`src/fbc_cfg_pkg.sv`:
```
// link configuration constants
package fbc_cfg_pkg;

	// endpoint addresses
	localparam logic [7:0] ep_cmd_addr     = 8'h01;
	localparam logic [7:0] ep_status_addr  = 8'h20;
	localparam logic [7:0] ep_rxdata_addr  = 8'h21;
	localparam logic [7:0] ep_txcount_addr = 8'h22;
	localparam logic [7:0] ep_rxcount_addr = 8'h23;
	localparam logic [7:0] ep_trig_addr    = 8'h40;

	// bits of the trigger-in word
	localparam int trig_exec_bit  = 0;
	localparam int trig_pop_bit   = 1;
	localparam int trig_clear_bit = 2;

	// status word layout, queue count sits in 11:8
	localparam int st_bt_state_bit    = 0;
	localparam int st_enable_bit      = 1;
	localparam int st_tx_busy_bit     = 2;
	localparam int st_rx_avail_bit    = 3;
	localparam int st_tx_overrun_bit  = 4;
	localparam int st_rx_overflow_bit = 5;
	localparam int st_frame_err_bit   = 6;

	localparam int ep_width = 16;

	// serial timing, short bit period for simulation
	localparam int clks_per_bit   = 8;
	localparam int half_bit       = clks_per_bit / 2;
	localparam int baud_cnt_width = $clog2(clks_per_bit);

	// receive queue sizing
	localparam int rxq_depth       = 8;
	localparam int rxq_count_width = 4;
	localparam int rxq_ptr_width   = $clog2(rxq_depth);

endpackage

```
`src/fbc_cmd_pkg.sv`:
```
// host command word views
package fbc_cmd_pkg;

	// command kind in bit 15 of the word
	typedef enum logic {
		cmd_send = 1'b0,
		cmd_ctrl = 1'b1
	} cmd_kind_t;

	// send a byte over the serial link
	typedef struct packed {
		cmd_kind_t  kind;
		logic [6:0] rsvd;
		logic [7:0] data;
	} send_view_t;

	// drive the module enable pin
	typedef struct packed {
		cmd_kind_t   kind;
		logic [13:0] rsvd;
		logic        enable;
	} ctrl_view_t;

	typedef union packed {
		send_view_t send;
		ctrl_view_t ctrl;
	} host_cmd_u;

endpackage

```
`src/uart_tx.sv`:
```
// serial transmitter 8N1
`timescale 1ns/1ns

module uart_tx import fbc_cfg_pkg::*; (
	input  logic       clock,
	input  logic       rst,
	input  logic       tx_start,
	input  logic [7:0] tx_byte,
	output logic       tx_busy,
	output logic       txd
);

	logic [baud_cnt_width-1:0] baud_cnt;
	logic [3:0]                bit_idx;
	logic [8:0]                shifter;
	logic                      bit_end;

	assign bit_end = (baud_cnt == baud_cnt_width'(clks_per_bit - 1));

	// bit_idx 0 is the start bit, 9 the stop bit
	always_ff @(posedge clock) begin
		if (rst) begin
			tx_busy  <= 1'b0;
			txd      <= 1'b1;
			baud_cnt <= '0;
			bit_idx  <= '0;
		end else if (!tx_busy) begin
			if (tx_start) begin
				tx_busy  <= 1'b1;
				txd      <= 1'b0;
				baud_cnt <= '0;
				bit_idx  <= '0;
			end
		end else if (bit_end) begin
			baud_cnt <= '0;
			if (bit_idx == 4'd9) begin
				tx_busy <= 1'b0;
				txd     <= 1'b1;
			end else begin
				txd     <= shifter[0];
				bit_idx <= bit_idx + 4'd1;
			end
		end else begin
			baud_cnt <= baud_cnt + 1'b1;
		end
	end

	// data bits lsb first, then the stop bit shifts in from the top
	always_ff @(posedge clock) begin
		if (!tx_busy && tx_start)
			shifter <= {1'b1, tx_byte};
		else if (tx_busy && bit_end)
			shifter <= {1'b1, shifter[8:1]};
	end

endmodule

```
`src/uart_rx.sv`:
```
// serial receiver 8N1
`timescale 1ns/1ns

module uart_rx import fbc_cfg_pkg::*; (
	input  logic       clock,
	input  logic       rst,
	input  logic       rxd,
	output logic       rx_valid,
	output logic [7:0] rx_byte,
	output logic       rx_frame_err
);

	logic                      rxd_meta;
	logic                      rxd_sync;
	logic                      rxd_prev;
	logic                      active;
	logic [3:0]                bit_idx;
	logic [baud_cnt_width-1:0] baud_cnt;
	logic [7:0]                shifter;
	logic                      mid_start;
	logic                      bit_end;

	assign mid_start = (baud_cnt == baud_cnt_width'(half_bit - 1));
	assign bit_end   = (baud_cnt == baud_cnt_width'(clks_per_bit - 1));

	// line idles high
	always_ff @(posedge clock) begin
		if (rst) begin
			rxd_meta <= 1'b1;
			rxd_sync <= 1'b1;
			rxd_prev <= 1'b1;
		end else begin
			rxd_meta <= rxd;
			rxd_sync <= rxd_meta;
			rxd_prev <= rxd_sync;
		end
	end

	// bit_idx 0 checks the start bit, 1..8 data, 9 stop
	always_ff @(posedge clock) begin
		if (rst) begin
			active   <= 1'b0;
			bit_idx  <= '0;
			baud_cnt <= '0;
			rx_valid <= 1'b0;
		end else begin
			rx_valid <= 1'b0;
			if (!active) begin
				if (rxd_prev && !rxd_sync) begin
					active   <= 1'b1;
					bit_idx  <= '0;
					baud_cnt <= '0;
				end
			end else if (bit_idx == 4'd0) begin
				if (mid_start) begin
					baud_cnt <= '0;
					// glitch, line back high before mid start bit
					if (rxd_sync)
						active <= 1'b0;
					else
						bit_idx <= 4'd1;
				end else begin
					baud_cnt <= baud_cnt + 1'b1;
				end
			end else if (bit_end) begin
				baud_cnt <= '0;
				if (bit_idx == 4'd9) begin
					active   <= 1'b0;
					rx_valid <= 1'b1;
				end else begin
					bit_idx <= bit_idx + 4'd1;
				end
			end else begin
				baud_cnt <= baud_cnt + 1'b1;
			end
		end
	end

	always_ff @(posedge clock) begin
		if (active && bit_idx != 4'd0 && bit_end) begin
			if (bit_idx == 4'd9) begin
				rx_byte      <= shifter;
				rx_frame_err <= !rxd_sync;
			end else begin
				shifter <= {rxd_sync, shifter[7:1]};
			end
		end
	end

endmodule

```
`src/bt_link_ctrl.sv`:
```
// bluetooth link controller
`timescale 1ns/1ns

module bt_link_ctrl import fbc_cfg_pkg::*, fbc_cmd_pkg::*; (
	input  logic                clock,
	input  logic                rst,
	input  logic [ep_width-1:0] cmd_word,
	input  logic                exec_pulse,
	input  logic                pop_pulse,
	input  logic                clear_pulse,
	output logic [ep_width-1:0] status_word,
	output logic [ep_width-1:0] rx_head_word,
	output logic [ep_width-1:0] tx_count,
	output logic [ep_width-1:0] rx_count,
	input  logic                bt_state,
	output logic                bt_enable,
	output logic                fpga_txd,
	input  logic                fpga_rxd
);

	host_cmd_u                  cmd;
	logic                       send_exec;
	logic                       ctrl_exec;
	logic                       tx_start;
	logic                       tx_busy;
	logic                       rx_valid;
	logic                       rx_frame_err;
	logic [7:0]                 rx_byte;
	logic                       state_meta;
	logic                       state_sync;
	logic [7:0]                 rxq_mem [rxq_depth];
	logic [rxq_ptr_width-1:0]   wr_ptr;
	logic [rxq_ptr_width-1:0]   rd_ptr;
	logic [rxq_count_width-1:0] rxq_count;
	logic                       rxq_full;
	logic                       rxq_empty;
	logic                       push;
	logic                       pop;
	logic                       tx_overrun;
	logic                       rx_overflow;
	logic                       frame_err;

	assign cmd       = cmd_word;
	assign send_exec = exec_pulse && (cmd.send.kind == cmd_send);
	assign ctrl_exec = exec_pulse && (cmd.ctrl.kind == cmd_ctrl);
	assign tx_start  = send_exec && !tx_busy;

	assign rxq_full  = (rxq_count == rxq_count_width'(rxq_depth));
	assign rxq_empty = (rxq_count == '0);
	// good frames only
	assign push      = rx_valid && !rx_frame_err && !rxq_full;
	assign pop       = pop_pulse && !rxq_empty;

	always_ff @(posedge clock) begin
		if (rst) begin
			bt_enable   <= 1'b0;
			state_meta  <= 1'b0;
			state_sync  <= 1'b0;
			wr_ptr      <= '0;
			rd_ptr      <= '0;
			rxq_count   <= '0;
			tx_count    <= '0;
			rx_count    <= '0;
			tx_overrun  <= 1'b0;
			rx_overflow <= 1'b0;
			frame_err   <= 1'b0;
		end else begin
			state_meta <= bt_state;
			state_sync <= state_meta;
			if (ctrl_exec)
				bt_enable <= cmd.ctrl.enable;
			if (tx_start)
				tx_count <= tx_count + 1'b1;
			if (push) begin
				wr_ptr   <= wr_ptr + 1'b1;
				rx_count <= rx_count + 1'b1;
			end
			if (pop)
				rd_ptr <= rd_ptr + 1'b1;
			if (push && !pop)
				rxq_count <= rxq_count + 1'b1;
			else if (pop && !push)
				rxq_count <= rxq_count - 1'b1;
			// a new error in the clear cycle still sticks
			if (clear_pulse) begin
				tx_overrun  <= 1'b0;
				rx_overflow <= 1'b0;
				frame_err   <= 1'b0;
			end
			if (send_exec && tx_busy)
				tx_overrun <= 1'b1;
			if (rx_valid && !rx_frame_err && rxq_full)
				rx_overflow <= 1'b1;
			if (rx_valid && rx_frame_err)
				frame_err <= 1'b1;
		end
	end

	always_ff @(posedge clock) begin
		if (push)
			rxq_mem[wr_ptr] <= rx_byte;
	end

	assign rx_head_word = rxq_empty ? '0 : {7'b0, 1'b1, rxq_mem[rd_ptr]};

	always_comb begin
		status_word                     = '0;
		status_word[st_bt_state_bit]    = state_sync;
		status_word[st_enable_bit]      = bt_enable;
		status_word[st_tx_busy_bit]     = tx_busy;
		status_word[st_rx_avail_bit]    = !rxq_empty;
		status_word[st_tx_overrun_bit]  = tx_overrun;
		status_word[st_rx_overflow_bit] = rx_overflow;
		status_word[st_frame_err_bit]   = frame_err;
		status_word[11:8]               = rxq_count;
	end

	uart_tx tx_i (
		.clock   (clock),
		.rst     (rst),
		.tx_start(tx_start),
		.tx_byte (cmd.send.data),
		.tx_busy (tx_busy),
		.txd     (fpga_txd)
	);

	uart_rx rx_i (
		.clock       (clock),
		.rst         (rst),
		.rxd         (fpga_rxd),
		.rx_valid    (rx_valid),
		.rx_byte     (rx_byte),
		.rx_frame_err(rx_frame_err)
	);

endmodule

```
`src/host_endpoints.sv`:
```
// host endpoint register bus
`timescale 1ns/1ns

module host_endpoints import fbc_cfg_pkg::*; (
	input  logic                clock,
	input  logic                rst,
	input  logic                host_req,
	input  logic                host_we,
	input  logic [7:0]          host_addr,
	input  logic [ep_width-1:0] host_wdata,
	output logic                host_ack,
	output logic [ep_width-1:0] host_rdata,
	output logic [ep_width-1:0] cmd_word,
	output logic                exec_pulse,
	output logic                pop_pulse,
	output logic                clear_pulse,
	input  logic [ep_width-1:0] status_word,
	input  logic [ep_width-1:0] rx_head_word,
	input  logic [ep_width-1:0] tx_count,
	input  logic [ep_width-1:0] rx_count
);

	logic                access;
	logic                trig_write;
	logic [ep_width-1:0] read_mux;

	// first cycle of a request, before ack goes up
	assign access     = host_req && !host_ack;
	assign trig_write = access && host_we && (host_addr == ep_trig_addr);

	// wire-outs only, everything else reads zero
	always_comb begin
		case (host_addr)
			ep_status_addr:  read_mux = status_word;
			ep_rxdata_addr:  read_mux = rx_head_word;
			ep_txcount_addr: read_mux = tx_count;
			ep_rxcount_addr: read_mux = rx_count;
			default:         read_mux = '0;
		endcase
	end

	// four-phase ack
	always_ff @(posedge clock) begin
		if (rst)
			host_ack <= 1'b0;
		else if (access)
			host_ack <= 1'b1;
		else if (!host_req)
			host_ack <= 1'b0;
	end

	// command wire-in
	always_ff @(posedge clock) begin
		if (rst)
			cmd_word <= '0;
		else if (access && host_we && host_addr == ep_cmd_addr)
			cmd_word <= host_wdata;
	end

	// trigger pulses line up with the rising ack
	always_ff @(posedge clock) begin
		if (rst) begin
			exec_pulse  <= 1'b0;
			pop_pulse   <= 1'b0;
			clear_pulse <= 1'b0;
		end else begin
			exec_pulse  <= trig_write && host_wdata[trig_exec_bit];
			pop_pulse   <= trig_write && host_wdata[trig_pop_bit];
			clear_pulse <= trig_write && host_wdata[trig_clear_bit];
		end
	end

	always_ff @(posedge clock) begin
		if (access)
			host_rdata <= host_we ? '0 : read_mux;
	end

endmodule

```
`src/fbc_top.sv`:
```
// bluetooth connection top level
`timescale 1ns/1ns

module fbc_top (
	input  logic        CLK1MHZ,
	input  logic        rst,
	input  logic        host_req,
	input  logic        host_we,
	input  logic [7:0]  host_addr,
	input  logic [15:0] host_wdata,
	output logic        host_ack,
	output logic [15:0] host_rdata,
	input  logic        bt_state,
	output logic        bt_enable,
	output logic        fpga_txd,
	input  logic        fpga_rxd,
	output logic [7:0]  led
);

	logic [15:0] cmd_word;
	logic        exec_pulse;
	logic        pop_pulse;
	logic        clear_pulse;
	logic [15:0] status_word;
	logic [15:0] rx_head_word;
	logic [15:0] tx_count;
	logic [15:0] rx_count;

	// leds are active low
	assign led = ~status_word[7:0];

	host_endpoints endpoints_i (
		.clock       (CLK1MHZ),
		.rst         (rst),
		.host_req    (host_req),
		.host_we     (host_we),
		.host_addr   (host_addr),
		.host_wdata  (host_wdata),
		.host_ack    (host_ack),
		.host_rdata  (host_rdata),
		.cmd_word    (cmd_word),
		.exec_pulse  (exec_pulse),
		.pop_pulse   (pop_pulse),
		.clear_pulse (clear_pulse),
		.status_word (status_word),
		.rx_head_word(rx_head_word),
		.tx_count    (tx_count),
		.rx_count    (rx_count)
	);

	bt_link_ctrl link_i (
		.clock       (CLK1MHZ),
		.rst         (rst),
		.cmd_word    (cmd_word),
		.exec_pulse  (exec_pulse),
		.pop_pulse   (pop_pulse),
		.clear_pulse (clear_pulse),
		.status_word (status_word),
		.rx_head_word(rx_head_word),
		.tx_count    (tx_count),
		.rx_count    (rx_count),
		.bt_state    (bt_state),
		.bt_enable   (bt_enable),
		.fpga_txd    (fpga_txd),
		.fpga_rxd    (fpga_rxd)
	);

endmodule

```
`config.mk`:
```
export PLATFORM = sky130hd
export DESIGN_NAME = fbc_top
export DESIGN_NICKNAME = d
export VERILOG_FILES = /design/src/fbc_cfg_pkg.sv /design/src/fbc_cmd_pkg.sv /design/src/uart_tx.sv /design/src/uart_rx.sv /design/src/bt_link_ctrl.sv /design/src/host_endpoints.sv /design/src/fbc_top.sv
export SDC_FILE = /design/constraint.sdc
export NUM_CORES = 1
export LEC_CHECK = 0
export ABC_AREA = 1
export ABC_CLOCK_PERIOD_IN_PS = 2100
export BUFFER_PORTS_ARGS = -buffer_cell sky130_fd_sc_hd__buf_2
export CAP_MARGIN = 30
export CORE_MARGIN = 2
export CORE_UTILIZATION = 50
export DETAILED_ROUTE_END_ITERATION = 8
export PLACE_DENSITY = 0.7
export SKIP_CTS_REPAIR_TIMING = 1
export SYNTH_ARGS = -nofsm -noshare
export SYNTH_HDL_FRONTEND = slang
export SYNTH_SLANG_ARGS = --single-unit
```
`constraint.sdc`:
```
create_clock -name CLK1MHZ -period 2.1 [get_ports CLK1MHZ]
set_input_delay 0.105 -clock CLK1MHZ [delete_from_list [all_inputs] [get_ports CLK1MHZ]]
set_output_delay 0.105 -clock CLK1MHZ [all_outputs]
set_load 0.005 [all_outputs]
```
After elaboration in Yosys (flattened, before gate mapping)
Memories as Yosys holds them, arrays and structs flattened. A register that Yosys moved wholly into a read port is not among the register bits.
Cells that the tools add are included.
- $add $sub $neg: 10
- $mul: 0
- divide/modulo/power cells: 0
- $lt $le $gt $ge: 0
- eq/ne operators: 19
- shift-type cells: 0
- muxes and demuxes: 51
- bitwise operators: 5
- reduce and logical (&&, ||, !) cells: 47
- operators with widths (kind ; number):
    one-hot mux 16 bit (4 select lines) ; 1
    2-to-1 mux 4 bit ; 13
    adder 16 x 1 -> 16 bit (second input constant) ; 2
    == test 8 x 6 -> 1 bit (second input constant) ; 4
    2-to-1 mux 3 bit ; 10
    2-to-1 mux 1 bit ; 24
    logical AND 1 bit ; 23
    2-to-1 mux 8 bit ; 2
    nonzero test 2 bit ; 7
    adder 3 x 1 -> 3 bit (second input constant) ; 4
    adder 4 x 1 -> 4 bit (second input constant) ; 3
    == test 4 bit (second input constant) ; 3
    2-to-1 mux 9 bit ; 1
    inequality test 3 bit (second input constant) ; 3
    == test 8 x 1 -> 1 bit (second input constant) ; 1
    == test 8 x 7 -> 1 bit (second input constant) ; 1
    logical NOT 1 bit ; 8
    logical NOT 4 bit ; 2
    inverter 7 -> 8 bit ; 1
    == test 3 bit (second input constant) ; 2
    AND reduction 2 bit ; 3
    AND reduction 5 bit ; 1
    inequality test 2 x 1 -> 1 bit (second input constant) ; 2
    inverter 1 bit ; 4
    7 further kinds ; 7
- flip-flop bits (word level): 130
- latch bits: 0
- bits in writable memories: 64
- bits in read-only memories: 0
- input port bits: 30
- output and inout port bits: 27
- logic and storage cells: 165
- memories: 1
- memories (name ; depth ; bits a word ; read ports ; clocked after Yosys merged registers in ; wr ports ; line ; RTL):
    link_i.rxq_mem ; 8 ; 8 ; 1 ; 1 ; 1 ; bt_link_ctrl.sv:31 ; logic [7:0] rxq_mem [rxq_depth];

Logic depth before layout (Yosys ltp)
- depth after elaboration: 7
- gate-level depth with buffers: 16
- gate-level depth less buffers: 16

Hierarchy
A second synthesis with hierarchy kept.
- cell total of the unflattened synthesis: 1091
- area, all modules: 9522.9 sq um
- by module, submodules not included (module ; times used ; cells an instance ; area an instance (sq um) ; sequential area each (sq um)):
    bt_link_ctrl ; 1 ; 584 ; 5246.3 ; 2942.8
    host_endpoints ; 1 ; 285 ; 2145.8 ; 880.8
    uart_rx ; 1 ; 109 ; 1202.4 ; 750.7
    uart_tx ; 1 ; 105 ; 898.4 ; 420.4
    fbc_top ; 1 ; 8 ; 30.0 ; 0.0

Worst setup path after synthesis
Ideal clock, no wire load.
- kind: flip-flop to flip-flop
- start: register link_i.rxq_count[0]
- end: register link_i.rxq_count[3]
- setup time: 0.113 ns
- arrival: 1.875 ns
- data required time: 1.987 ns
- slack: 0.113 ns
- cell stages (with the launch flop): 16
- buffers on the path: 0
- clock period less this slack: 1.987 ns
- cells stage by stage: dfxtp_1 > nor2_1 > nand3_1 > nand2_1 > inv_2 > ha_1 > inv_1 > ha_1 > nand2_1 > inv_1 > o21ai_0 > nand2_1 > nand2_1 > nand3_1 > nor2_1 > nor2_1
- cells in the longest elaborated chain, start to end: 6
- elaborated cells between the ends (all ways): 15
- classes of those cells: add/sub: 2; eq/ne: 1; mux: 2; reduce/logical: 10
- RTL lines (what ; line ; RTL):
    start, declared ; bt_link_ctrl.sv:34 ; logic [rxq_count_width-1:0] rxq_count;
    start signal, assigned ; bt_link_ctrl.sv:81 ; rxq_count <= rxq_count + 1'b1;
    start signal, assigned ; bt_link_ctrl.sv:83 ; rxq_count <= rxq_count - 1'b1;
    == test 4 bit * ; bt_link_ctrl.sv:48 ; assign rxq_full = (rxq_count == rxq_count_width'(rxq_depth));
    logical NOT 1 bit * ; bt_link_ctrl.sv:51 ; assign push = rx_valid && !rx_frame_err && !rxq_full;
    logical AND 1 bit * ; bt_link_ctrl.sv:51 ;
    net link_i.push ; bt_link_ctrl.sv:37 ; logic push;
    logical NOT 1 bit ; bt_link_ctrl.sv:82 ; else if (pop && !push)
    logical AND 1 bit ; bt_link_ctrl.sv:82 ;
    nonzero test 2 bit (no line) ; - ;
The timed path passes the listed nets; every way through them passes the cells marked *. The select of a mux whose other input is x is not followed.
A chain may end at the register's enable or synchronous reset.

Final worst setup path
- start: register link_i.rx_i.rx_frame_err
- end: register link_i.rxq_count[2]
- cells in the longest elaborated chain, start to end: 6
- elaborated cells between the ends (all ways): 8
- classes of those cells: mux: 1; reduce/logical: 7
- RTL lines (what ; line ; RTL):
    start, declared ; uart_rx.sv:10 ; output logic rx_frame_err
    start signal, assigned ; uart_rx.sv:83 ; rx_frame_err <= !rxd_sync;
    logical NOT 1 bit * ; bt_link_ctrl.sv:51 ;
    logical AND 1 bit * (2 in series) ; bt_link_ctrl.sv:51 ;
    net link_i.push ; bt_link_ctrl.sv:37 ;
    logical NOT 1 bit ; bt_link_ctrl.sv:82 ;
    logical AND 1 bit ; bt_link_ctrl.sv:82 ;
    nonzero test 2 bit (no line) ; - ;
The timed path passes the listed nets; every way through them passes the cells marked *.

==> results.py <==
metrics = {
    "clock_network": {
        "h-tree-depth": 4,
        "cts_buffers": 17,
        "clkTransAtPathRegs_ns": 0.07,
        "cts_sinks": 190,
        "cts_tree": "built",
        "root_buffer": "clkbuf_16",
        "cts_buffer_depth": 2,
        "clock_latency_ns": 0.44,
    },
    "cells_and_area": {
        "diodes": 0,
        "postLayoutCellArea_um2": 9700,
        "drive_gt1_share_pct": 14.7,
        "syn2layout_area_growth_pct": 15.4,
        "layout.nets": 1069,
    },
    "sta": {
        "hold_ws_ns": -0.00672,
        "period_minus_slack_ns": 1.97,
        "skew_ns": 0.00880,
        "setup_viol": 0,
        "fmaxAchievable_mhz": 506,
        "slew_viol_final": 0,
        "finalCritPeriodShare_pct": 94.0,
        "final_hold_viol_count": 3,
        "worst_pin_slew_ns": 0.595,
        "slew_headroom_pct": 60.0,
    },
    "synthesis": {
        "synthArstFlopShare_pct": 0,
        "ys_seq_area_share_pct": 57.8,
        "ys_top_cells_by_area": "edfxtp_1 38%, dfxtp_1 20%, nand2_1 8.7%, nor2_1 7.1%, inv_1 4.5%",
        "synth_warnings": 0,
        "synth.avg_cell_area_um2": 8.90,
        "yosys.area.top_type_share_pct": 37.5,
        "yosys_register_bits": 190,
        "synth_top_flop_cell": "edfxtp_1",
        "syn-num-nets": 993,
        "synth.cell_area_um2": 8400,
        "synth_edf_count": 105,
        "syn_inst": 944,
        "synth_cell_types": 43,
        "synth_largest_area_cell": "edfxtp_1",
    },
    "floorplanning": {
        "fp.dieW_um": 134,
        "dieArea_um2": 17900,
        "ios": 57,
        "rows": 47,
        "die_height_um": 134,
        "core_um2": 16500,
        "start_util_pct": 50.8,
    },
    "routing": {
        "avgViaCountPerCell": 5.10,
        "drt-wirelength-per-cell_um": 14.0,
        "via_count": 6396,
        "drtAntennaViolNets": 0,
        "totalWireLength_um": 17500,
        "drc_errors": 0,
        "drt_first_pass_iters": 5,
        "drt_iter0_markers": 600,
    },
    "worst_setup_path": {
        "slowest_stage": "edfxtp_1",
        "crit_fanout": 3,
        "critical_path_required_ns": 2.43,
        "rr_worst_depth": 10,
        "startpoint_type": "register",
        "critPathKind": "register to register",
        "r2r_end": "link_i.rxq_count[2]",
        "r2r_setup_slack_ns": 0.13,
        "slowest_delay_ns": 0.41,
        "endpoint_kind": "register",
        "path_cells": "nor2_2 -> nand2_1 -> inv_2 -> ha_4 -> inv_2 -> buf_4 -> fa_1 -> xor2_1 -> o21ai_0 -> inv_1",
        "reg2reg_from": "link_i.rx_i.rx_frame_err",
        "cp_common_cell": "inv_2",
        "cp.arrival_ns": 2.30,
    },
    "outcome": {
        "status": "finished, violations left",
        "violations": "hold timing",
    },
    "placed_design": {
        "port_buffers": 48,
        "gp_congestion": 0.877,
        "placed_area_um2": 9010,
        "place_hpwl_um": 12300,
    },
    "power_and_ir_drop": {
        "p_per_area_nw_per_um2": 731,
        "power_leakage_uw": 0.00366,
        "ir_drop_mv": 0.595,
    },
    "grt": {
        "grt_pass1_vias": 5749,
        "grt_max_degree": 42,
        "grt_pass1_wl_um": 28000,
        "antenna_found_initial": 0,
        "groute.usage.overall_pct": 20.1,
        "grt_overflow": 0,
    },
    "job": {
        "drv_cap": 0,
    },
    "hold_path": {
        "holdPathEnd": "endpoints_i.cmd_word[5]",
        "hold_path_class": "input port to register",
        "holdPathStages": 3,
        "min-delay-start": "host_wdata[5]",
    },
}
-- critical path: cells and delay by family, from the launching register on --
kind | cells | cell delay (ns)
flops | 1 | 0.41
fa+ha+maj | 2 | 0.51
buf+inv | 4 | 0.35
compound gates | 1 | 0.20
simple gates | 2 | 0.22
xor+xnor | 1 | 0.17
-- synthesized netlist by cell type (12+ instances only) --
master,instances
nand2_1,195
nor2_1,158
edfxtp_1,105
inv_1,100
dfxtp_1,85
a21oi_1,59
o21ai_0,51
nand3_1,42
nor3_1,25
ha_1,18
clkbuf_1,14
o211ai_1,12
-- cells in the final DEF, fill, tap and decap left out, drive strengths merged, types with 3 or more instances in the layout --
master	count
ha	18
dlygate4sd3	7
a211oi	6
xor2	3
or2	4
nand3	45
o21ai	55
o211ai	12
edfxtp	105
dfxtp	85
nor3	26
nand4	9
clkbuf	18
inv	110
nand2	198
nor2	171
clkinv	6
a21oi	59
buf	80
-- layer usage --
metal,routed length (um),track usage (%),share of wire (%),vias to the layer above
met4,438,7.39,2.5,0
met2,8110,31.0,46,157
met5,0,0,0,-
met3,783,4.30,4.5,38
met1,8190,28.0,47,2935
li1,-,-,-,3266
-- cells by family (layout without fill, tap and decap cells) --
family	after synthesis	in the layout	synth area share (%)
buffers and inverters	134	223	6.38
AOI/OAI and AO/OA	137	137	8.88
and+or+nand+nor	459	459	23.6
adders and majority gates	19	19	2.92
other	1	1	0.0446
xor gates and xnor gates	4	4	0.417
DFF	190	190	57.8
-- final cells by class --
| cell class | instances | area [um2] |
|---|---|---|
| Clock buffer | 18 | 450 |
| Multi-Input combinational cell | 620 | 3060 |
| Timing Repair Buffer | 87 | 563 |
| Tap cell | 220 | 275 |
| Fill cell | 1410 | 6830 |
| Inverter | 104 | 393 |
| Clock inverter | 14 | 100 |
| Sequential cell | 190 | 4850 |
-- flip-flops by register name, summed over array words and instances (netlist names), 3 cells and up, named ones only --
name	flops
link_i.wr_ptr	3
link_i.rd_ptr	3
endpoints_i.cmd_word	9
link_i.rxq_count	4
link_i.rxq_mem	64
link_i.rx_i.shifter	8
link_i.tx_i.baud_cnt	3
link_i.tx_i.bit_idx	4
link_i.rx_i.rx_byte	8
link_i.rx_i.bit_idx	4
link_i.rx_count	16
endpoints_i.host_rdata	16
link_i.rx_i.baud_cnt	3
link_i.tx_count	16
link_i.tx_i.shifter	8
-- where the power goes --
part | switching [uW] | internal, uW | leakage (uW)
clock network | 1410 | 1600 | 0.000271
logic | 101 | 60.1 | 0.00175
registers | 10.1 | 3910 | 0.00164
-- per-stage QoR --
stage               setup slack (ns)  total power (uW)  setup TNS, ns  utilization, %  instances
floorplan                      0.113              4090              0               -        944
global placement               0.140              4150              0            54.5       1212
detailed placement            0.0549              4150              0            54.5       1212
CTS                           0.0228              7130              0            57.9       1244
global route                 -0.0475              7310        -0.0475            58.7       1253
finish                         0.125              7090              0            58.7       1253
-- how the worst max path moves through the flow --
stage	startpoint	endpoint	slack [ns]	cells past startpoint
after floorplan	link_i.rxq_count[0]	link_i.rxq_count[3]	0.11	15
after global placement	link_i.rxq_count[0]	link_i.rxq_count[3]	0.14	14
after detailed placement	link_i.rxq_count[0]	link_i.rxq_count[3]	0.05	15
after CTS	link_i.rxq_count[0]	link_i.rxq_count[3]	0.02	15
after global routing	link_i.rx_i.rx_frame_err	link_i.rxq_count[3]	-0.05	14
final	link_i.rx_i.rx_frame_err	link_i.rxq_count[2]	0.13	10
Note: power is estimated with default switching activity, not from simulation.
